File: src/common/zx_ports_cfg.svh
/*
 * zx ports configuration
 * port addresses, #AF extension indexes and register reset values
 */
`ifndef ZX_PORTS_CFG_SVH
`define ZX_PORTS_CFG_SVH

////////////////////////////////////////////////////////////
// port addresses, low byte of the z80 i/o address
`define ZXP_PORTFE        8'hFE
`define ZXP_PORTF6        8'hF6
`define ZXP_PORTFD        8'hFD  // 7ffd paging, AY when a15 is set
`define ZXP_PORTF7        8'hF7  // eff7
`define ZXP_PORTXT        8'hAF  // extension port #nnAF
`define ZXP_PORTBE        8'hBE  // config readback

////////////////////////////////////////////////////////////
// #nnAF indexes, high byte of the address
`define ZXP_XT_STATUS     8'h00  // read side only
`define ZXP_XT_RAMPAGE    8'h10  // #10..#13
`define ZXP_XT_FMADDR     8'h15
`define ZXP_XT_SYSCONF    8'h20
`define ZXP_XT_MEMCONF    8'h21
`define ZXP_XT_IM2VECT    8'h25
`define ZXP_XT_FDDVIRT    8'h29
`define ZXP_XT_OVERRIDE   8'h2A

// video block indexes, forwarded and not kept here
`define ZXP_XT_VID_LAST   8'h07  // #00..#07
`define ZXP_XT_XBORDER    8'h0F
`define ZXP_XT_TGPAGE     8'h18
`define ZXP_XT_HSINT      8'h22
`define ZXP_XT_VSINTH     8'h24  // #22..#24 are interrupt positions

////////////////////////////////////////////////////////////
`define ZXP_RST_SYSCONF   8'h01  // 7 MHz turbo
`define ZXP_RST_MEMCONF   8'h00
`define ZXP_RST_IM2VECT   8'hFF
`define ZXP_RST_RAMPAGE0  8'h00
`define ZXP_RST_RAMPAGE1  8'h05
`define ZXP_RST_RAMPAGE2  8'h02
`define ZXP_RST_RAMPAGE3  8'h00

`define ZXP_EFF7_MASK     8'b10110001  // applied when eff7 bit 2 blocks 1M

`endif

File: src/common/zx_ports_pkg.sv
/*
 * zx ports shared types
 * bus, strobe, command, video and register bank structures
 */
package zx_ports_pkg;

	typedef logic [15:0] addr_t;  // z80 i/o address
	typedef logic [7:0]  data_t;
	typedef logic [7:0]  page_t;  // ram page number

	// raw z80 bus, 27 bits
	typedef struct packed {
		logic  iorq_n;
		logic  rd_n;
		logic  wr_n;
		addr_t addr;
		data_t din;
	} z80_bus_t;

	// one-cycle strobes with the latched address and data, 26 bits
	typedef struct packed {
		logic  wr;
		logic  rd;
		addr_t addr;
		data_t data;
	} io_cycle_t;

	// decoded write target
	typedef enum logic [2:0] {
		CMD_NONE,
		CMD_XT,
		CMD_7FFD,
		CMD_EFF7,
		CMD_VIDEO
	} port_cmd_e;

	typedef struct packed {
		port_cmd_e kind;
		data_t     idx;   // high address byte
		data_t     data;
	} port_cmd_t;

	typedef struct packed {
		logic  valid;
		data_t reg_idx;
		data_t data;
	} video_wr_t;

	// register bank state, 85 bits
	typedef struct packed {
		page_t [3:0] rampage;
		logic  [3:0] xt_override;
		logic  [4:0] fmaddr;
		data_t       sysconf;
		data_t       memconf;
		data_t       im2vect;
		logic  [3:0] fddvirt;
		data_t       p7ffd;
		data_t       peff7;
	} cfg_regs_t;

endpackage

File: src/verilog/io_strobe_sync.sv
/*
 * z80 i/o strobe generator
 * one-cycle write and read strobes on the leading edge of an i/o cycle
 */
`timescale 1ns/1ns

module io_strobe_sync (
	input  logic                   zclk,
	input  logic                   rst_n,
	input  zx_ports_pkg::z80_bus_t bus,
	output zx_ports_pkg::io_cycle_t cycle
);

	logic iowr;
	logic iord;
	logic iowr_q;  // qualifiers seen on the previous edge
	logic iord_q;
	logic wr_q;
	logic rd_q;
	logic wr_edge;
	logic rd_edge;
	zx_ports_pkg::addr_t addr_q;
	zx_ports_pkg::data_t data_q;

	assign iowr = ~(bus.iorq_n | bus.wr_n);
	assign iord = ~(bus.iorq_n | bus.rd_n);

	assign wr_edge = iowr & ~iowr_q;
	assign rd_edge = iord & ~iord_q;

	always_ff @(posedge zclk)
	begin
		if (!rst_n)
		begin
			iowr_q <= 1'b0;
			iord_q <= 1'b0;
			wr_q   <= 1'b0;
			rd_q   <= 1'b0;
		end
		else
		begin
			iowr_q <= iowr;
			iord_q <= iord;
			wr_q   <= wr_edge;  // high for one zclk
			rd_q   <= rd_edge;
		end
	end

	// address and data ride along with the strobe
	always_ff @(posedge zclk)
	begin
		if (wr_edge || rd_edge)
		begin
			addr_q <= bus.addr;
			data_q <= bus.din;
		end
	end

	assign cycle = '{wr: wr_q, rd: rd_q, addr: addr_q, data: data_q};

endmodule

File: src/verilog/port_decoder.sv
/*
 * port write decoder
 * turns a write strobe into a registered command and a video register write
 */
`timescale 1ns/1ns
`include "zx_ports_cfg.svh"

module port_decoder (
	input  logic                    zclk,
	input  logic                    rst_n,
	input  zx_ports_pkg::io_cycle_t cycle,
	input  logic                    block7ffd,
	output zx_ports_pkg::port_cmd_t cmd,
	output zx_ports_pkg::video_wr_t video_wr
);

	zx_ports_pkg::data_t     loa;
	zx_ports_pkg::data_t     hoa;
	logic                    is_video;
	zx_ports_pkg::port_cmd_e kind_d;
	zx_ports_pkg::port_cmd_e kind_q;
	zx_ports_pkg::data_t     idx_q;
	zx_ports_pkg::data_t     data_q;

	assign loa = cycle.addr[7:0];
	assign hoa = cycle.addr[15:8];

	// indexes owned by the video block
	assign is_video = (hoa <= `ZXP_XT_VID_LAST) ||
		(hoa == `ZXP_XT_XBORDER) ||
		(hoa == `ZXP_XT_TGPAGE) ||
		((hoa >= `ZXP_XT_HSINT) && (hoa <= `ZXP_XT_VSINTH));

	always_comb
	begin
		kind_d = zx_ports_pkg::CMD_NONE;
		if (cycle.wr)
		begin
			case (loa)
				`ZXP_PORTFD:
					if (!cycle.addr[15] && !block7ffd)  // a15 high is the AY
						kind_d = zx_ports_pkg::CMD_7FFD;
				`ZXP_PORTF7:
					if (cycle.addr[8] && !cycle.addr[12])
						kind_d = zx_ports_pkg::CMD_EFF7;
				`ZXP_PORTXT:
					kind_d = is_video ? zx_ports_pkg::CMD_VIDEO : zx_ports_pkg::CMD_XT;
				default:
					kind_d = zx_ports_pkg::CMD_NONE;
			endcase
		end
	end

	always_ff @(posedge zclk)
	begin
		if (!rst_n)
			kind_q <= zx_ports_pkg::CMD_NONE;
		else
			kind_q <= kind_d;
	end

	// payload shared by the bank command and the video write
	always_ff @(posedge zclk)
	begin
		if (cycle.wr)
		begin
			idx_q  <= hoa;
			data_q <= cycle.data;
		end
	end

	assign cmd = '{kind: kind_q, idx: idx_q, data: data_q};

	assign video_wr = '{
		valid:   (kind_q == zx_ports_pkg::CMD_VIDEO),
		reg_idx: idx_q,
		data:    data_q
	};

endmodule

File: src/xt_regs/xt_reg_bank.sv
/*
 * paging and configuration register bank
 * #nnAF extension registers, 7ffd paging and eff7
 */
`timescale 1ns/1ns
`include "zx_ports_cfg.svh"

module xt_reg_bank (
	input  logic                    zclk,
	input  logic                    rst_n,
	input  zx_ports_pkg::port_cmd_t cmd,
	output zx_ports_pkg::cfg_regs_t regs
);

	zx_ports_pkg::cfg_regs_t regs_q;
	logic                    lock128;
	logic [1:0]              page_hi;  // 7ffd bits 7..6 as page bits 4..3
	zx_ports_pkg::page_t     page_7ffd;
	logic                    xt_page_hit;

	// memconf mode 01 locks paging to 128K
	assign lock128 = (regs_q.memconf[7:6] == 2'b01);

	assign page_hi   = lock128 ? 2'b00 : cmd.data[7:6];
	assign page_7ffd = {3'b000, page_hi, cmd.data[2:0]};

	assign xt_page_hit = ((cmd.idx & 8'hFC) == `ZXP_XT_RAMPAGE);  // #10..#13

	////////////////////////////////////////////////////////////
	// register writes
	always_ff @(posedge zclk)
	begin
		if (!rst_n)
		begin
			regs_q.rampage[0]  <= `ZXP_RST_RAMPAGE0;
			regs_q.rampage[1]  <= `ZXP_RST_RAMPAGE1;
			regs_q.rampage[2]  <= `ZXP_RST_RAMPAGE2;
			regs_q.rampage[3]  <= `ZXP_RST_RAMPAGE3;
			regs_q.xt_override <= 4'b0000;
			regs_q.fmaddr      <= 5'd0;
			regs_q.sysconf     <= `ZXP_RST_SYSCONF;
			regs_q.memconf     <= `ZXP_RST_MEMCONF;
			regs_q.im2vect     <= `ZXP_RST_IM2VECT;
			regs_q.fddvirt     <= 4'b0000;
			regs_q.p7ffd       <= 8'h00;
			regs_q.peff7       <= 8'h00;
		end
		else
		begin
			case (cmd.kind)
				zx_ports_pkg::CMD_7FFD:
				begin
					regs_q.p7ffd      <= cmd.data;
					regs_q.memconf[0] <= cmd.data[4];  // rom select
					regs_q.rampage[3] <= page_7ffd;
				end

				zx_ports_pkg::CMD_XT:
				begin
					if (xt_page_hit)
					begin
						regs_q.rampage[cmd.idx[1:0]]     <= cmd.data;
						regs_q.xt_override[cmd.idx[1:0]] <= 1'b1;  // page now set by XT
					end

					case (cmd.idx)
						`ZXP_XT_OVERRIDE:
							regs_q.xt_override <= cmd.data[3:0];
						`ZXP_XT_FMADDR:
							regs_q.fmaddr <= cmd.data[4:0];
						`ZXP_XT_SYSCONF:
							regs_q.sysconf <= cmd.data;
						`ZXP_XT_MEMCONF:
							regs_q.memconf <= cmd.data;
						`ZXP_XT_IM2VECT:
							regs_q.im2vect <= cmd.data;
						`ZXP_XT_FDDVIRT:
							regs_q.fddvirt <= cmd.data[3:0];
						default:
							regs_q.fmaddr <= regs_q.fmaddr;  // pages or unused index
					endcase
				end

				zx_ports_pkg::CMD_EFF7:
					regs_q.peff7 <= cmd.data;  // kept unmasked, masking is on the output

				default:
					regs_q <= regs_q;  // none or video
			endcase
		end
	end

	assign regs = regs_q;

endmodule

File: src/verilog/port_read_mux.sv
/*
 * port read mux
 * z80 read data, data-out enable and register derived outputs
 */
`timescale 1ns/1ns
`include "zx_ports_cfg.svh"

module port_read_mux (
	input  zx_ports_pkg::z80_bus_t  bus,
	input  zx_ports_pkg::cfg_regs_t regs,
	input  logic [4:0]              keys_in,
	input  logic                    tape_read,
	input  logic                    dma_act,
	output zx_ports_pkg::data_t     dout,
	output logic                    dataout,
	output logic                    block7ffd,
	output zx_ports_pkg::data_t     peff7
);

	zx_ports_pkg::data_t loa;
	zx_ports_pkg::data_t hoa;
	zx_ports_pkg::data_t xt_rd;
	zx_ports_pkg::data_t be_rd;
	logic                port_hit;
	logic                ay_port;

	assign loa = bus.addr[7:0];
	assign hoa = bus.addr[15:8];

	////////////////////////////////////////////////////////////
	// #nnAF readback
	always_comb
	begin
		case (hoa)
			`ZXP_XT_STATUS:
				xt_rd = {dma_act, 7'b0000000};
			`ZXP_XT_RAMPAGE + 8'd2, `ZXP_XT_RAMPAGE + 8'd3:
				xt_rd = regs.rampage[hoa[1:0]];
			default:
				xt_rd = 8'hFF;
		endcase
	end

	// #xxBE config readback, selected by a11..8
	always_comb
	begin
		case (bus.addr[11:8])
			4'hA:    be_rd = regs.p7ffd;
			4'hB:    be_rd = regs.peff7;  // raw value
			default: be_rd = 8'hFF;
		endcase
	end

	always_comb
	begin
		case (loa)
			`ZXP_PORTFE, `ZXP_PORTF6:
				dout = {1'b1, tape_read, 1'b0, keys_in};
			`ZXP_PORTXT:
				dout = xt_rd;
			`ZXP_PORTBE:
				dout = be_rd;
			default:
				dout = 8'hFF;
		endcase
	end

	assign port_hit = (loa == `ZXP_PORTFE) || (loa == `ZXP_PORTF6) ||
		(loa == `ZXP_PORTFD) || (loa == `ZXP_PORTF7) ||
		(loa == `ZXP_PORTXT) || (loa == `ZXP_PORTBE);

	assign ay_port = (loa == `ZXP_PORTFD) && bus.addr[15];  // answered outside

	assign dataout = port_hit && !bus.iorq_n && !bus.rd_n && !ay_port;

	assign block7ffd = regs.p7ffd[5];

	// bit 2 blocks the 1M extension bits
	assign peff7 = regs.peff7[2] ? (regs.peff7 & `ZXP_EFF7_MASK) : regs.peff7;

endmodule

File: src/verilog/zx_ports_top.sv
/*
 * zx ports top
 * strobe, decode, register bank and read mux of the paging ports
 */
`timescale 1ns/1ns

module zx_ports_top (
	input  logic                    zclk,
	input  logic                    rst_n,
	input  zx_ports_pkg::z80_bus_t  bus,
	input  logic [4:0]              keys_in,
	input  logic                    tape_read,
	input  logic                    dma_act,
	output zx_ports_pkg::data_t     dout,
	output logic                    dataout,
	output zx_ports_pkg::video_wr_t video_wr,
	output zx_ports_pkg::cfg_regs_t cfg,
	output logic [31:0]             xt_page,
	output zx_ports_pkg::data_t     peff7,
	output logic                    p7ffd_rom,
	output logic                    romrw_en
);

	zx_ports_pkg::io_cycle_t cycle;
	zx_ports_pkg::port_cmd_t cmd;
	logic                    block7ffd;

	io_strobe_sync io_strobe_sync_i (
		.zclk  (zclk),
		.rst_n (rst_n),
		.bus   (bus),
		.cycle (cycle)
	);

	port_decoder port_decoder_i (
		.zclk      (zclk),
		.rst_n     (rst_n),
		.cycle     (cycle),
		.block7ffd (block7ffd),
		.cmd       (cmd),
		.video_wr  (video_wr)
	);

	xt_reg_bank xt_reg_bank_i (
		.zclk  (zclk),
		.rst_n (rst_n),
		.cmd   (cmd),
		.regs  (cfg)
	);

	port_read_mux port_read_mux_i (
		.bus       (bus),
		.regs      (cfg),
		.keys_in   (keys_in),
		.tape_read (tape_read),
		.dma_act   (dma_act),
		.dout      (dout),
		.dataout   (dataout),
		.block7ffd (block7ffd),
		.peff7     (peff7)
	);

	assign xt_page   = cfg.rampage;     // page 3 in the top byte
	assign p7ffd_rom = cfg.memconf[0];
	assign romrw_en  = cfg.memconf[1];

endmodule

File: config.mk
export PLATFORM = sky130hd
export DESIGN_NAME = zx_ports_top
export DESIGN_NICKNAME = d
export VERILOG_FILES = /design/src/common/zx_ports_pkg.sv /design/src/verilog/io_strobe_sync.sv /design/src/verilog/port_decoder.sv /design/src/xt_regs/xt_reg_bank.sv /design/src/verilog/port_read_mux.sv /design/src/verilog/zx_ports_top.sv
export VERILOG_INCLUDE_DIRS = /design/src /design/src/common
export SDC_FILE = /design/constraint.sdc
export NUM_CORES = 1
export LEC_CHECK = 0
export BUFFER_PORTS_ARGS = -buffer_cell sky130_fd_sc_hd__buf_2
export CORE_MARGIN = 2
export CORE_UTILIZATION = 28
export DETAILED_ROUTE_END_ITERATION = 16
export PLACE_DENSITY = 0.55
export SETUP_SLACK_MARGIN = 0.02
export SLEW_MARGIN = 20
export SYNTH_ARGS = -nofsm -noshare
export SYNTH_HDL_FRONTEND = slang
export SYNTH_HIERARCHICAL = 1
export SYNTH_SLANG_ARGS = --single-unit
File: constraint.sdc
create_clock -name zclk -period 3.4 [get_ports zclk]
set_input_delay 0.34 -clock zclk [delete_from_list [all_inputs] [get_ports zclk]]
set_output_delay 0.34 -clock zclk [all_outputs]
set_load 0.05 [all_outputs]
# Word level (Yosys, flattened, before mapping)
# Cells that the tools add are included.
# word_totals
regBits,131
latch_bits,0
mem_bits_rw,0
rom_bits,0
inputBits,36
mem_count,0
# op_classes
addsub,0
n_mul,0
div,0
magnitude_cmp,6
n_eq_ne,29
shift,0
mux,21
bitwise,9
reduce_logical,38
# op_table
op,count
8-bit equality test (second input constant),9
8-bit one-hot mux with 2 select lines,3
8-bit by 6-bit equality test with 1-bit output (second input constant),5
36-bit two-way mux,1
32-bit bitwise mux,1
8-bit by 5-bit equality test with 1-bit output (second input constant),4
8-bit one-hot mux with 3 select lines,1
2-bit AND reduction,10
8-bit binary-select mux with 2-bit select,1
8-bit demux with 2-bit select,1
8-bit two-way mux,2
1-bit logical OR,9
3-bit one-hot mux with 3 select lines,1
4-bit equality test (second input constant),2
8-bit by 4-bit equality test with 1-bit output (second input constant),1
8-bit by 6-bit greater-or-equal comparator with 1-bit output (second input constant),1
8-bit by 3-bit less-or-equal comparator with 1-bit output (second input constant),1
8-bit by 6-bit less-or-equal comparator with 1-bit output (second input constant),1
1-bit logical AND,8
8-bit logical NOT,1
7-bit two-way mux,1
3-bit by 2-bit equality test with 1-bit output (second input constant),2
6-bit by 3-bit equality test with 1-bit output (second input constant),1
1-bit logical NOT,6
19 further kinds,30

# Depth between registers and ports, before layout
# depth
depth_word,9
ltp_mapped,6
ltp_nobuf,4

# Hierarchy
# The synthesis kept the hierarchy.
# by_module_without_submodules
mod,n_inst,cells_each,area_each_um2,seq_area_each_um2
xt_reg_bank,1,334,3415.8,1701.6
io_strobe_sync,1,37,859.6,800.8
port_decoder,1,60,805.8,540.5
port_read_mux,1,97,795.8,0.0
zx_ports_top,1,34,255.2,0.0

# Worst setup path before layout
# OpenSTA, ideal clock, no wires.
# synth_timing
path_kind,register to output
startpoint,reg xt_reg_bank_i.regs_q (netlist bit xt_reg_bank_i/regs[66])
endpoint,out dout[5]
t_arrival_ps,1807
path_slack_ps,1253
path_stages_with_launch,4
cell_sequence,dfxtp_1 -> mux4_2 -> nor2_1 -> o211ai_1
# synth_between
elab_chain_cells,4
# synth_rtl
element,line,rtl
from (decl),xt_reg_bank.sv:15,zx_ports_pkg::cfg_regs_t regs_q;
8-bit binary-select mux with 2-bit select,port_read_mux.sv:38,xt_rd = regs.rampage[hoa[1:0]];
8-bit two-way mux (implied by the code),port_read_mux.sv:38,
8-bit one-hot mux with 2 select lines,port_read_mux.sv:34,case (hoa)
8-bit one-hot mux with 3 select lines,port_read_mux.sv:56,case (loa)
to (decl),zx_ports_top.sv:14,"output zx_ports_pkg::data_t dout,"
# No other way between the ends. The select of a mux whose other input is x is not followed.

# Worst setup path after layout
# layout_timing
startpoint,in bus[19] (netlist bit)
endpoint,out dout[7]
# layout_between
elab_chain_cells,4
# layout_rtl
element,line,rtl
from (decl),zx_ports_top.sv:10,"input zx_ports_pkg::z80_bus_t bus,"
8-bit by 5-bit equality test with 1-bit output,port_read_mux.sv:34,
2-bit OR reduction,port_read_mux.sv:34,
8-bit one-hot mux with 2 select lines,port_read_mux.sv:34,
8-bit one-hot mux with 3 select lines *,port_read_mux.sv:56,
# Mark *: on every way between the ends. The rest lies on a longest branch, timed or not.

==> implementation parameters <==
Parameter                              Value

Clocking
  Maximum buffer depth of the clock tree ... 2
  Worst-skew pair later-pin latency ... about 420 ps
  TritonCTS clock tree ... done
  Total of hold buffers inserted after clock tree synthesis ... 0
  Num Clock Sinks ... about 130
  Cts repair resizes ... 0
  Count of H-tree levels built during CTS ... 4
  Setup repair bufs after CTS ... 0
  Clock-pin slew reported for the worst setup and hold paths after clock tree synthesis ... 60 ps
  TritonCTS Buffers ... 17
  Root Buffer Master ... sky130_fd_sc_hd__clkbuf_16

Place
  Post-detailed-placement half-perimeter wirelength ... 13200 µm
  Number of buffers added on ports ... ~190
  Gpl congestion ... 0.859
  Placed cell area ... 6820 µm²
  Post-Place Worst Slack ... about 1100 ps

Power and ir drop
  Net switching fraction of the power ... a little under a quarter
  Power share of the sequential group ... 45.9%
  Share of power burned in combinational logic ... 4.0%
  Ratio of total power to cell area ... just under 500 nW/µm²
  Sw power ... between 0.0008 and 0.0009 W
  Standby leakage power ... around 3.4 nW
  Internal power component ... 0.00280 W
  Peak supply drop ... approximately 270 µV
  Clock group share of total power ... ~50%

Routing
  DRT iter0 DRCs ... approximately 310
  DR top layer ... met4
  Residual DRC count ... 0
  Router iterations before antenna repair ... 4
  Per-cell via count in the routed design ... between 4 and 5
  Antenna violation net count after detailed routing ... 0
  Routed wl met3 ... 1180 µm
  Vias ... ~4500
  Wire length per cell after detailed routing ... 19.1 µm
  Detailed Route WL ... 18500 µm
  Wire length the detailed router placed on met1 ... between 8000 and 9000 µm
  Total met2 wirelength after detailed routing ... ~9000 µm

Timing
  Total count of hold-check failures in the final report ... 0
  Worst slew slack as a fraction of its limit ... a little over two fifths
  Post-route clock skew ... 8.45 ps
  Unrepaired setup endpoints after global routing ... no
  Measured slew at the worst slew-check pin ... 869 ps
  Maximum clock frequency ... between 400 and 500 MHz
  Final setup violation count ... 0
  Clock period minus final worst setup slack ... approximately 2300 ps
  Final sum of negative setup slack ... 0 ps
  Count of pins over their slew limit ... 0
  Worst hold margin ... roughly 95 ps
  Worst setup margin ... 1060 ps
  Part of the cycle the worst path needs ... 68.8%

Cells and area
  Antenna cells ... 0
  Reg area ... just over 3000 µm²
  Summed area of non-filler cells in the final layout ... 7410 µm²
  Count of filler cells inserted in the layout ... 2201
  Net count reported at finish ... 717
  Footprint of the multi-input gates ... 2460 µm²
  Layout Utilization ... a little over a third
  Post-synthesis to final-layout area growth ... 21.6%
  Share of layout cells above drive strength 1 ... a little under two fifths

Critical path
  Max stage delay on crit path ... roughly 460 ps
  Crit Reg-Reg Startpoint ... port_decoder_i/kind_q[0]
  Worst path slowest cell ... sky130_fd_sc_hd__nand4b_1
  Depth of the worst register-to-register path ... 4
  Startpoint type of the worst setup path ... input port
  Worst path most repeated cell ... sky130_fd_sc_hd__buf_2
  Endpoint required time on the critical path ... just over 3000 ps
  Reg2Reg Capture Point ... xt_reg_bank_i/regs[32]
  Critical path start-end classification ... input port to primary output
  Critical path cell sequence ... buf_2 > nor4_2 > nand4b_1 > o221ai_1 > o211ai_1 > buf_2
  Critical path endpoint category ... primary output
  Worst endpoint data arrival time ... ~2000 ps
  Critical Path Fanout Max ... 8
  R2r setup slk ... 1180 ps

Global route
  Initial antenna violation count ... 0
  Vias in the first global route ... between 4000 and 5000
  Global-route usage over all layers ... approximately 16%
  Wire length of the first global-routing pass ... 26800 µm
  Largest net degree at the start of global routing ... 48
  Global route overflow ... 0

Floorplanning
  Chip Width ... around 150 µm
  Initial cell density of the core ... approximately 29%
  Number of core rows ... between 50 and 60
  Overall die area ... between 20000 and 25000 µm²
  Placeable core region ... around 21000 µm²
  Die H ... between 150 and 200 µm
  Ports ... between 150 and 200

Yosys
  Gate count after technology mapping ... 559
  Yosys warning count ... 6
  Synthesized netlist net count ... slightly below 600
  Avg Inst Size Synth ... 10.9 µm²
  Post-Synthesis Cell Area ... a little over 6000 µm²

Worst hold path
  Cell count of the worst hold path ... 1
  Worst hold path endpoint ... io_strobe_sync_i/data_q[7]
  Hold Crit Start ... bus[7]
  Worst min-delay path class ... input port to flop

Job
  Total of max-cap violations ... 0

Status
  Status ... complete, no violations
==> through the flow <==
step / total power, W / std cells
floorplan: 0.00179 / 559
global placement: 0.00185 / 937
detailed placement: 0.00185 / 937
CTS: 0.00369 / 969
global route: 0.00378 / 969
finish: 0.00364 / 969
==> flip-flops by register name, indices dropped and copies added, names as in the netlist <==
name and cells:
io_strobe_sync_i/addr_q 16, io_strobe_sync_i/data_q 8, io_strobe_sync_i/iord_q 1, io_strobe_sync_i/iowr_q 1
io_strobe_sync_i/wr_q 1, port_decoder_i/data_q 8, port_decoder_i/idx_q 8, port_decoder_i/kind_q 3
xt_reg_bank_i/regs 85
==> cell usage in the layout, fill, tap and decap left out, types with 3 or more instances in the layout <==
| cell | instances |
|---|---|
| sky130_fd_sc_hd__mux2i_1 | 65 |
| sky130_fd_sc_hd__nor2_1 | 22 |
| sky130_fd_sc_hd__clkinv_4 | 4 |
| sky130_fd_sc_hd__a211oi_1 | 6 |
| sky130_fd_sc_hd__a21oi_1 | 10 |
| sky130_fd_sc_hd__nor2b_1 | 65 |
| sky130_fd_sc_hd__nor4_1 | 4 |
| sky130_fd_sc_hd__a31o_2 | 3 |
| sky130_fd_sc_hd__inv_6 | 3 |
| sky130_fd_sc_hd__a21boi_0 | 12 |
| sky130_fd_sc_hd__o21ai_0 | 8 |
| sky130_fd_sc_hd__buf_2 | 187 |
| sky130_fd_sc_hd__nand3_1 | 8 |
| sky130_fd_sc_hd__nand3b_1 | 3 |
| sky130_fd_sc_hd__nand2_1 | 46 |
| sky130_fd_sc_hd__nor3_1 | 6 |
| sky130_fd_sc_hd__inv_1 | 4 |
| sky130_fd_sc_hd__nand4_1 | 7 |
| sky130_fd_sc_hd__edfxtp_1 | 40 |
| sky130_fd_sc_hd__dfxtp_1 | 91 |
| sky130_fd_sc_hd__clkbuf_16 | 17 |
| sky130_fd_sc_hd__mux4_2 | 7 |
| sky130_fd_sc_hd__buf_4 | 6 |
| sky130_fd_sc_hd__o22ai_1 | 6 |
| sky130_fd_sc_hd__or3_1 | 5 |
==> how the worst max path moves through the flow <==
stage,start,to,slack [ps]
final,bus[19],dout[7],1060
after global routing,bus[19],dout[7],920
after CTS,bus[19],dout[7],1070
after detailed placement,bus[19],dout[7],1080
after global placement,bus[17],dout[4],1090
after floorplan,xt_reg_bank_i/regs[66],dout[5],1250
==> worst max-delay path: cells and delay by family <==
family | cells | cell delay, ps
buffers and inverters | 2 | 360
and+or+nand+nor | 2 | 860
AOI/OAI and AO/OA | 2 | 440
==> area by class of cell <==
cell class / instances / area share, %
inverter: 4 / 0.202
sequential: 131 / 40.8
multi-input combinational: 334 / 33.2
tap: 275 / 4.64
clock inverter: 14 / 2.06
clock buffer: 18 / 5.92
timing repair buffer: 193 / 13.2
==> per-layer routing <==
| metal | track usage, % | vias to the layer above |
|---|---|---|
| met5 | 0 | - |
| met4 | 3.98 | 0 |
| met3 | 4.07 | 10 |
| met2 | 26.6 | 170 |
| met1 | 21.4 | 2153 |
| li1 | - | 2176 |
==> power groups by stage <==
stage                     clock network [W]  registers [W]  logic (W)
after floorplan                           0        0.00168   0.000111
after global placement                    0        0.00170   0.000144
after detailed placement                  0        0.00170   0.000145
after CTS                           0.00188        0.00167   0.000145
after global routing                0.00195        0.00167   0.000156
final                               0.00182        0.00167   0.000144
(Power assumes the default switching activity.)
